### config.mk
export PLATFORM = sky130hd
export DESIGN_NAME = approx_mult_top
export DESIGN_NICKNAME = d
export VERILOG_FILES = /design/src/logic/approx_mult_pkg.sv /design/src/logic/step_counter.sv /design/src/logic/shift_register.sv /design/src/logic/operand_ram.sv /design/src/logic/product_ram.sv /design/src/logic/approx_mult_datapath.sv /design/src/logic/approx_mult_controller.sv /design/src/logic/approx_mult_top.sv
export SDC_FILE = /design/constraint.sdc
export NUM_CORES = 1
export LEC_CHECK = 0
export ABC_AREA = 1
export BUFFER_PORTS_ARGS = -buffer_cell sky130_fd_sc_hd__buf_4
export CORE_ASPECT_RATIO = 0.5
export CORE_MARGIN = 2
export CORE_UTILIZATION = 67
export DETAILED_ROUTE_END_ITERATION = 6
export GPL_TIMING_DRIVEN = 0
export PLACE_DENSITY = 0.82
export SLEW_MARGIN = 10
export SYNTH_ARGS = -nofsm -noshare
export SYNTH_HDL_FRONTEND = slang
export SYNTH_SLANG_ARGS = --single-unit
### constraint.sdc
create_clock -name clk -period 6.07 [get_ports clk]
set_input_delay 1.214 -clock clk [delete_from_list [all_inputs] [get_ports clk]]
set_output_delay 1.214 -clock clk [all_outputs]
set_load 0.005 [all_outputs]
### src/logic/approx_mult_pkg.sv
package approx_mult_pkg;

    ////////////////////////////////////////
    // widths
    ////////////////////////////////////////

    // operand word and operand RAM address
    localparam int DATA_W = 16;
    localparam int ADDR_W = 4;

    // scaled result and product RAM address
    localparam int RES_W      = 32;
    localparam int RES_ADDR_W = 3;

    // normalization stops at 7 shifts
    localparam int NORM_CNT_W = 3;

    // upper bits kept from each normalized operand
    localparam int TRUNC_W = 8;

    // scaling counter runs from s1 + s2 up to all ones
    localparam int SCALE_CNT_W = 4;

    ////////////////////////////////////////
    // controller states
    ////////////////////////////////////////

    typedef enum logic [3:0] {
        IDLE,
        FETCH_A,
        FETCH_B,
        CAPTURE_B,
        NORMALIZE,
        MULTIPLY,
        SCALE,
        WRITE,
        FINISH
    } ctrl_state_t;

endpackage

### src/logic/step_counter.sv
module step_counter #(
    parameter int WIDTH = 4
) (
    input  logic             clk,
    input  logic             rst_n,
    input  logic             init,
    input  logic             en,
    input  logic             load,
    input  logic [WIDTH-1:0] load_value,
    output logic [WIDTH-1:0] count,
    output logic             carry
);

    // init wins over load, load wins over count
    always_ff @(posedge clk) begin
        if (!rst_n) begin
            count <= '0;
        end else if (init) begin
            count <= '0;
        end else if (load) begin
            count <= load_value;
        end else if (en) begin
            count <= count + WIDTH'(1);
        end
    end

    // high for the whole cycle the count sits at all ones
    assign carry = &count;

endmodule

### src/logic/shift_register.sv
module shift_register #(
    parameter int WIDTH = 16
) (
    input  logic             clk,
    input  logic             rst_n,
    input  logic             load,
    input  logic             shift_en,
    input  logic [WIDTH-1:0] load_value,
    output logic [WIDTH-1:0] value
);

    // load first, then a one-bit left shift with zero fill
    always_ff @(posedge clk) begin
        if (!rst_n) begin
            value <= '0;
        end else if (load) begin
            value <= load_value;
        end else if (shift_en) begin
            value <= {value[WIDTH-2:0], 1'b0};
        end
    end

endmodule

### src/logic/operand_ram.sv
module operand_ram (
    input  logic                               clk,
    input  logic                               wr,
    input  logic [approx_mult_pkg::ADDR_W-1:0] wr_addr,
    input  logic [approx_mult_pkg::DATA_W-1:0] wr_data,
    input  logic [approx_mult_pkg::ADDR_W-1:0] rd_addr,
    output logic [approx_mult_pkg::DATA_W-1:0] rd_data
);

    // even words hold operand A, odd words operand B
    logic [approx_mult_pkg::DATA_W-1:0] mem [2**approx_mult_pkg::ADDR_W];

    always_ff @(posedge clk) begin
        if (wr) begin
            mem[wr_addr] <= wr_data;
        end
    end

    // data shows up one cycle after the address
    always_ff @(posedge clk) begin
        rd_data <= mem[rd_addr];
    end

endmodule

### src/logic/product_ram.sv
module product_ram (
    input  logic                                   clk,
    input  logic                                   wr,
    input  logic [approx_mult_pkg::RES_ADDR_W-1:0] wr_addr,
    input  logic [approx_mult_pkg::RES_W-1:0]      wr_data,
    input  logic [approx_mult_pkg::RES_ADDR_W-1:0] rd_addr,
    output logic [approx_mult_pkg::RES_W-1:0]      rd_data
);

    // one entry per operand pair
    logic [approx_mult_pkg::RES_W-1:0] mem [2**approx_mult_pkg::RES_ADDR_W];

    always_ff @(posedge clk) begin
        if (wr) begin
            mem[wr_addr] <= wr_data;
        end
    end

    // asynchronous read port
    assign rd_data = mem[rd_addr];

endmodule

### src/logic/approx_mult_datapath.sv
module approx_mult_datapath (
    input  logic                                   clk,
    input  logic                                   rst_n,
    input  logic                                   pair_init,
    input  logic                                   pair_next,
    input  logic                                   fetch_b,
    input  logic                                   load_a,
    input  logic                                   load_b,
    input  logic                                   norm_init,
    input  logic                                   norm_en,
    input  logic                                   mult_load,
    input  logic                                   scale_en,
    input  logic [approx_mult_pkg::DATA_W-1:0]     op_data,
    output logic [approx_mult_pkg::ADDR_W-1:0]     op_addr,
    output logic [approx_mult_pkg::RES_ADDR_W-1:0] res_addr,
    output logic [approx_mult_pkg::RES_W-1:0]      res_data,
    output logic                                   norm_done,
    output logic                                   scale_done,
    output logic                                   last_pair
);

    logic [approx_mult_pkg::RES_ADDR_W-1:0]  pair_count;
    logic [approx_mult_pkg::DATA_W-1:0]      op_a;
    logic [approx_mult_pkg::DATA_W-1:0]      op_b;
    logic [approx_mult_pkg::NORM_CNT_W-1:0]  shift_a;
    logic [approx_mult_pkg::NORM_CNT_W-1:0]  shift_b;
    logic                                    shift_a_max;
    logic                                    shift_b_max;
    logic                                    norm_a_en;
    logic                                    norm_b_en;
    logic [2*approx_mult_pkg::TRUNC_W-1:0]   product;
    logic [approx_mult_pkg::SCALE_CNT_W-1:0] scale_sum;

    ////////////////////////////////////////
    // pair addressing
    ////////////////////////////////////////

    step_counter #(.WIDTH(approx_mult_pkg::RES_ADDR_W)) pair_cnt_i (
        .clk        (clk),
        .rst_n      (rst_n),
        .init       (pair_init),
        .en         (pair_next),
        .load       (1'b0),
        .load_value ({approx_mult_pkg::RES_ADDR_W{1'b0}}),
        .count      (pair_count),
        .carry      (last_pair)
    );

    // low bit picks B
    assign op_addr  = {pair_count, fetch_b};
    assign res_addr = pair_count;

    ////////////////////////////////////////
    // normalization
    ////////////////////////////////////////

    // shift while the msb is clear and the cap is not reached
    assign norm_a_en = norm_en && !op_a[approx_mult_pkg::DATA_W-1] && !shift_a_max;
    assign norm_b_en = norm_en && !op_b[approx_mult_pkg::DATA_W-1] && !shift_b_max;

    shift_register #(.WIDTH(approx_mult_pkg::DATA_W)) op_a_reg_i (
        .clk        (clk),
        .rst_n      (rst_n),
        .load       (load_a),
        .shift_en   (norm_a_en),
        .load_value (op_data),
        .value      (op_a)
    );

    shift_register #(.WIDTH(approx_mult_pkg::DATA_W)) op_b_reg_i (
        .clk        (clk),
        .rst_n      (rst_n),
        .load       (load_b),
        .shift_en   (norm_b_en),
        .load_value (op_data),
        .value      (op_b)
    );

    step_counter #(.WIDTH(approx_mult_pkg::NORM_CNT_W)) norm_a_cnt_i (
        .clk        (clk),
        .rst_n      (rst_n),
        .init       (norm_init),
        .en         (norm_a_en),
        .load       (1'b0),
        .load_value ({approx_mult_pkg::NORM_CNT_W{1'b0}}),
        .count      (shift_a),
        .carry      (shift_a_max)
    );

    step_counter #(.WIDTH(approx_mult_pkg::NORM_CNT_W)) norm_b_cnt_i (
        .clk        (clk),
        .rst_n      (rst_n),
        .init       (norm_init),
        .en         (norm_b_en),
        .load       (1'b0),
        .load_value ({approx_mult_pkg::NORM_CNT_W{1'b0}}),
        .count      (shift_b),
        .carry      (shift_b_max)
    );

    assign norm_done = (op_a[approx_mult_pkg::DATA_W-1] || shift_a_max) &&
                       (op_b[approx_mult_pkg::DATA_W-1] || shift_b_max);

    ////////////////////////////////////////
    // truncated multiply and scaling
    ////////////////////////////////////////

    assign product = op_a[approx_mult_pkg::DATA_W-1 -: approx_mult_pkg::TRUNC_W] *
                     op_b[approx_mult_pkg::DATA_W-1 -: approx_mult_pkg::TRUNC_W];

    // s1 + s2 is at most 14
    assign scale_sum = approx_mult_pkg::SCALE_CNT_W'(shift_a) +
                       approx_mult_pkg::SCALE_CNT_W'(shift_b);

    // counts from s1 + s2 to all ones, 16 - (s1 + s2) shifts
    step_counter #(.WIDTH(approx_mult_pkg::SCALE_CNT_W)) scale_cnt_i (
        .clk        (clk),
        .rst_n      (rst_n),
        .init       (pair_init),
        .en         (scale_en),
        .load       (mult_load),
        .load_value (scale_sum),
        .count      (),
        .carry      (scale_done)
    );

    shift_register #(.WIDTH(approx_mult_pkg::RES_W)) scale_reg_i (
        .clk        (clk),
        .rst_n      (rst_n),
        .load       (mult_load),
        .shift_en   (scale_en),
        .load_value ({{(approx_mult_pkg::RES_W-2*approx_mult_pkg::TRUNC_W){1'b0}}, product}),
        .value      (res_data)
    );

endmodule

### src/logic/approx_mult_controller.sv
module approx_mult_controller (
    input  logic clk,
    input  logic rst_n,
    input  logic start,
    input  logic norm_done,
    input  logic scale_done,
    input  logic last_pair,
    output logic busy,
    output logic done,
    output logic pair_init,
    output logic pair_next,
    output logic fetch_b,
    output logic load_a,
    output logic load_b,
    output logic norm_init,
    output logic norm_en,
    output logic mult_load,
    output logic scale_en,
    output logic res_wr
);

    approx_mult_pkg::ctrl_state_t state;
    approx_mult_pkg::ctrl_state_t state_next;

    always_ff @(posedge clk) begin
        if (!rst_n) begin
            state <= approx_mult_pkg::IDLE;
        end else begin
            state <= state_next;
        end
    end

    ////////////////////////////////////////
    // sequencing and strobes
    ////////////////////////////////////////

    always_comb begin
        state_next = state;
        pair_init  = 1'b0;
        pair_next  = 1'b0;
        fetch_b    = 1'b0;
        load_a     = 1'b0;
        load_b     = 1'b0;
        norm_init  = 1'b0;
        norm_en    = 1'b0;
        mult_load  = 1'b0;
        scale_en   = 1'b0;
        res_wr     = 1'b0;
        busy       = 1'b1;
        done       = 1'b0;

        unique case (state)
            approx_mult_pkg::IDLE: begin
                busy      = 1'b0;
                pair_init = 1'b1;
                if (start) begin
                    state_next = approx_mult_pkg::FETCH_A;
                end
            end
            approx_mult_pkg::FETCH_A: begin
                state_next = approx_mult_pkg::FETCH_B;
            end
            // A word is on the read port now
            approx_mult_pkg::FETCH_B: begin
                fetch_b    = 1'b1;
                load_a     = 1'b1;
                state_next = approx_mult_pkg::CAPTURE_B;
            end
            approx_mult_pkg::CAPTURE_B: begin
                load_b     = 1'b1;
                norm_init  = 1'b1;
                state_next = approx_mult_pkg::NORMALIZE;
            end
            approx_mult_pkg::NORMALIZE: begin
                norm_en = 1'b1;
                if (norm_done) begin
                    state_next = approx_mult_pkg::MULTIPLY;
                end
            end
            approx_mult_pkg::MULTIPLY: begin
                mult_load  = 1'b1;
                state_next = approx_mult_pkg::SCALE;
            end
            // shift also on the carry cycle
            approx_mult_pkg::SCALE: begin
                scale_en = 1'b1;
                if (scale_done) begin
                    state_next = approx_mult_pkg::WRITE;
                end
            end
            approx_mult_pkg::WRITE: begin
                res_wr = 1'b1;
                if (last_pair) begin
                    state_next = approx_mult_pkg::FINISH;
                end else begin
                    pair_next  = 1'b1;
                    state_next = approx_mult_pkg::FETCH_A;
                end
            end
            // engine is idle here, so a new start is taken
            approx_mult_pkg::FINISH: begin
                busy      = 1'b0;
                done      = 1'b1;
                pair_init = 1'b1;
                if (start) begin
                    state_next = approx_mult_pkg::FETCH_A;
                end else begin
                    state_next = approx_mult_pkg::IDLE;
                end
            end
            default: begin
                busy       = 1'b0;
                state_next = approx_mult_pkg::IDLE;
            end
        endcase
    end

endmodule

### src/logic/approx_mult_top.sv
module approx_mult_top (
    input  logic                                   clk,
    input  logic                                   rst_n,
    input  logic                                   start,
    output logic                                   busy,
    output logic                                   done,
    input  logic                                   ld_wr,
    input  logic [approx_mult_pkg::ADDR_W-1:0]     ld_addr,
    input  logic [approx_mult_pkg::DATA_W-1:0]     ld_data,
    input  logic [approx_mult_pkg::RES_ADDR_W-1:0] rd_addr,
    output logic [approx_mult_pkg::RES_W-1:0]      rd_data
);

    logic                                   pair_init;
    logic                                   pair_next;
    logic                                   fetch_b;
    logic                                   load_a;
    logic                                   load_b;
    logic                                   norm_init;
    logic                                   norm_en;
    logic                                   mult_load;
    logic                                   scale_en;
    logic                                   res_wr;
    logic                                   norm_done;
    logic                                   scale_done;
    logic                                   last_pair;
    logic [approx_mult_pkg::ADDR_W-1:0]     op_addr;
    logic [approx_mult_pkg::DATA_W-1:0]     op_data;
    logic [approx_mult_pkg::RES_ADDR_W-1:0] res_addr;
    logic [approx_mult_pkg::RES_W-1:0]      res_data;

    approx_mult_controller ctrl_i (
        .clk        (clk),
        .rst_n      (rst_n),
        .start      (start),
        .norm_done  (norm_done),
        .scale_done (scale_done),
        .last_pair  (last_pair),
        .busy       (busy),
        .done       (done),
        .pair_init  (pair_init),
        .pair_next  (pair_next),
        .fetch_b    (fetch_b),
        .load_a     (load_a),
        .load_b     (load_b),
        .norm_init  (norm_init),
        .norm_en    (norm_en),
        .mult_load  (mult_load),
        .scale_en   (scale_en),
        .res_wr     (res_wr)
    );

    approx_mult_datapath dp_i (
        .clk        (clk),
        .rst_n      (rst_n),
        .pair_init  (pair_init),
        .pair_next  (pair_next),
        .fetch_b    (fetch_b),
        .load_a     (load_a),
        .load_b     (load_b),
        .norm_init  (norm_init),
        .norm_en    (norm_en),
        .mult_load  (mult_load),
        .scale_en   (scale_en),
        .op_data    (op_data),
        .op_addr    (op_addr),
        .res_addr   (res_addr),
        .res_data   (res_data),
        .norm_done  (norm_done),
        .scale_done (scale_done),
        .last_pair  (last_pair)
    );

    operand_ram op_ram_i (
        .clk     (clk),
        .wr      (ld_wr),
        .wr_addr (ld_addr),
        .wr_data (ld_data),
        .rd_addr (op_addr),
        .rd_data (op_data)
    );

    product_ram res_ram_i (
        .clk     (clk),
        .wr      (res_wr),
        .wr_addr (res_addr),
        .wr_data (res_data),
        .rd_addr (rd_addr),
        .rd_data (rd_data)
    );

endmodule

==> run summary <==
commonest non-fill, non-tap cells in the layout -> 512 x edfxtp_1, 361 x nor2_1, 329 x nand2_1, 288 x o21ai_0, 218 x inv_1
Max FO, Critical Path -> 10
CTS tree -> yes
outcome -> finished with violations
Num CTS Buffers -> 50
largest family of logic cells by synthesized area -> simple AND/OR/NAND/NOR gates
crit-path cells -> clkbuf_1 -> nand2_1 -> fa_1 -> fa_1 -> inv_1 -> fa_1 -> inv_1 -> fa_1 -> inv_1 -> ha_1 -> nand2_1 -> nor2_1 -> and2_1 -> nand2_1 -> nand4_1 -> nand3_1 -> nand2_1 -> a21oi_1
min Tclk post-route -> 4.490 ns
Final Net Count -> 2643
violated checks -> DRC
drc violations -> 1
Gate power share -> 10.5%
Detail Route Antenna Nets -> 0
CP max-delay cell -> fa_1
Compound-Gate Fraction of Synth Area -> 11.41%
Synth Area in Simple Gates -> 11.80%
final hold vios -> 0
Slew @ Worst Pin -> 0.9071 ns
layout cells sized above 1 -> 10.18%
uppermost routed layer -> met4
clock group share of total power -> 37.5%
leading cell type in the layout, fill and taps excluded -> edfxtp_1
flops & latches, synth -> 609
maximum VDD drop -> 0.0002728 V
initial core utilization -> 67.71%
ANT cells -> 0
synthesized net count -> 2498
CP required -> 6.50 ns
Max Cap Viol -> 0
die area -> 0.04091 mm^2
CP max stage delay -> 0.54 ns
Synth warnings -> 0
all-layer global routing usage -> 31.54%
clock root buffer -> clkbuf_16
I/O pin count -> 61
cell class contributing the biggest share of worst-path delay -> adder cells
crit path DAT -> 4.92 ns
Area contributors post-synth -> edfxtp_1 59%, dfxtp_1 7.4%, o21ai_0 5.5%
Final setup violation count -> 0
Flop pwr share -> 51.9%
postcts setup bufs -> 0
Syn Inst Count -> 2388
Via Count -> 18872
Clock transition at path regs -> 0.07 ns
RSZ-0062 raised after global routing -> no
total negative slack -> 0 ns
first-pass GRT wire length -> 98620 um
Core Rows -> 51
Worst Setup Path Type -> flip-flop to flip-flop
DR iter-0 viols -> 2550
Cell Int Power -> 6.817 mW
final WL -> 65260 um
First-pass DRT Iterations -> 7
LEAKAGE -> 11.48 nW
Final Max Tran Viols -> 0
P_sw -> 2.171 mW
Setup crit start kind -> flip-flop
post-DP HPWL -> 43820 um
gpl congestion -> 0.8674
number of global-route vias before repair -> 18157
drt wl/cell -> 21.03 um
core area -> 0.03880 mm^2
DRT met1 WL -> 24420 um
PostCTS Resize Cnt -> 0
Mapped Area -> 0.02627 mm^2
Synth Area in Adders -> 5.010%
mux cell area share after synthesis -> 0%
Area Growth Syn to Fin -> 12.59%
Die Ht -> 144.0 um
Setup Skew -> 0.01994 ns
worst hold-check path type -> flip-flop to flip-flop
DR WL met2 -> 32450 um
total grt overflow -> 0
CP bufs+invs -> 4
Clock Path Buffers -> 3
Via density -> 6.082
post-synth cell types -> 46
Crit. End Element -> flip-flop
Synth area leader -> edfxtp_1
Final Total Pwr -> 8.988 mW
Rel. slew slack -> 39.20%
initial antenna violation count -> 1
top cell type's share of synthesized area -> 58.53%
Post-CTS Hold Fix Bufs -> 0
fin crit share -> 73.97%
clk sink count -> 609
sequential fraction of the synthesis area -> 65.92%
largest net degree at the start of global routing -> 27
htree depth -> 2
FMAX -> 222.7 MHz
Synth Area in XOR/XNOR -> 0.2667%
WL met3 -> 6237 um
IO Port Bufs -> 60
sw frac -> 24.15%
Skew-Pair Late Insertion Delay -> 0.58 ns
Chip Width -> 284.0 um
synthesized area per cell -> 11.00 um^2
Pwr Density -> 303.9 mW/mm^2
-- cell usage after synthesis, drive strengths merged --
library cell,n
nand3,32
clkbuf,74
ha,46
o211ai,1
edfxtp,512
xor2,3
a221oi,2
fa,37
nand2,333
o221ai,1
o22ai,65
nand4,18
nor3,6
nand3b,1
buf,58
or2,2
o2111ai,1
clkinv,1
a21o,1
inv,227
o21ai,295
o21a,12
and2,1
a22oi,2
dfxtp,97
a311oi,12
nor2,387
a31oi,49
xnor2,5
a21oi,107
-- flip-flops by register name (all words and copies together) (netlist names) --
signal and cells:
res_ram_i.mem 256, dp_i.op_b_reg_i.value 16, dp_i.scale_cnt_i.count 4, dp_i.op_a_reg_i.value 16
dp_i.norm_b_cnt_i.count 3, ctrl_i.state 4, op_ram_i.mem 256, dp_i.pair_cnt_i.count 3
dp_i.scale_reg_i.value 32, dp_i.norm_a_cnt_i.count 3, op_ram_i.rd_data 16
-- area by class of cell --
type | count | area [um^2]
sequential | 609 | 17320
fill | 2394 | 9220
multi-input combinational | 1419 | 7574
clock buffer | 70 | 1361
timing repair buffer | 93 | 875.8
inverter | 228 | 855.8
tap | 530 | 663.1
buffer | 132 | 614.3
clock inverter | 22 | 316.6
-- kinds of logic after synthesis --
group                    after synthesis
AND/OR/NAND/NOR                      780
flip-flops                           609
AO/OA/AOI/OAI                        548
buffers and inverters                360
adder cells (fa/ha/maj)               83
XOR/XNOR                               8
-- per-layer routing --
layer	GRT usage (%)	up-vias
met5	0	-
met3	5.410	206
li1	-	8521
met4	11.80	0
met2	55.59	1105
met1	39.98	9040
-- metrics by stage --
stage	hold WS (ns)	instance area (um^2)	worst slack, ns	util (%)	std cells
after global placement	0.4475	27380	0.2498	70.58	2978
after floorplan	0.4407	26270	2.251	-	2388
after global routing	0.4761	29580	1.335	76.24	3103
final	0.4657	29580	1.580	76.24	3103
after CTS	0.4628	29580	1.633	76.24	3103
after detailed placement	0.4530	27900	1.708	71.91	3011
-- power by group through the flow --
stage               logic, mW  clock network [mW]  registers [mW]
CTS                     0.930                3.37            4.67
finish                  0.947                3.37            4.67
global route             1.02                3.54            4.67
detailed placement      0.921                   0            4.76
floorplan               0.583                   0            4.74
global placement        0.882                   0            4.75
-- path summary, 6_finish.rpt --
kind / start / end / slack [ns] / depth (start not counted)
worst min register to register: dp_i.op_a_reg_i.value[5] / dp_i.op_a_reg_i.value[5] / 0.47 / 1
worst max register to register: dp_i.op_b_reg_i.value[10] / dp_i.scale_reg_i.value[15] / 1.58 / 18
worst min-delay path: dp_i.op_a_reg_i.value[5] / dp_i.op_a_reg_i.value[5] / 0.47 / 1
worst max-delay path: dp_i.op_b_reg_i.value[10] / dp_i.scale_reg_i.value[15] / 1.58 / 18
Note: power is estimated with default switching activity, not from simulation.
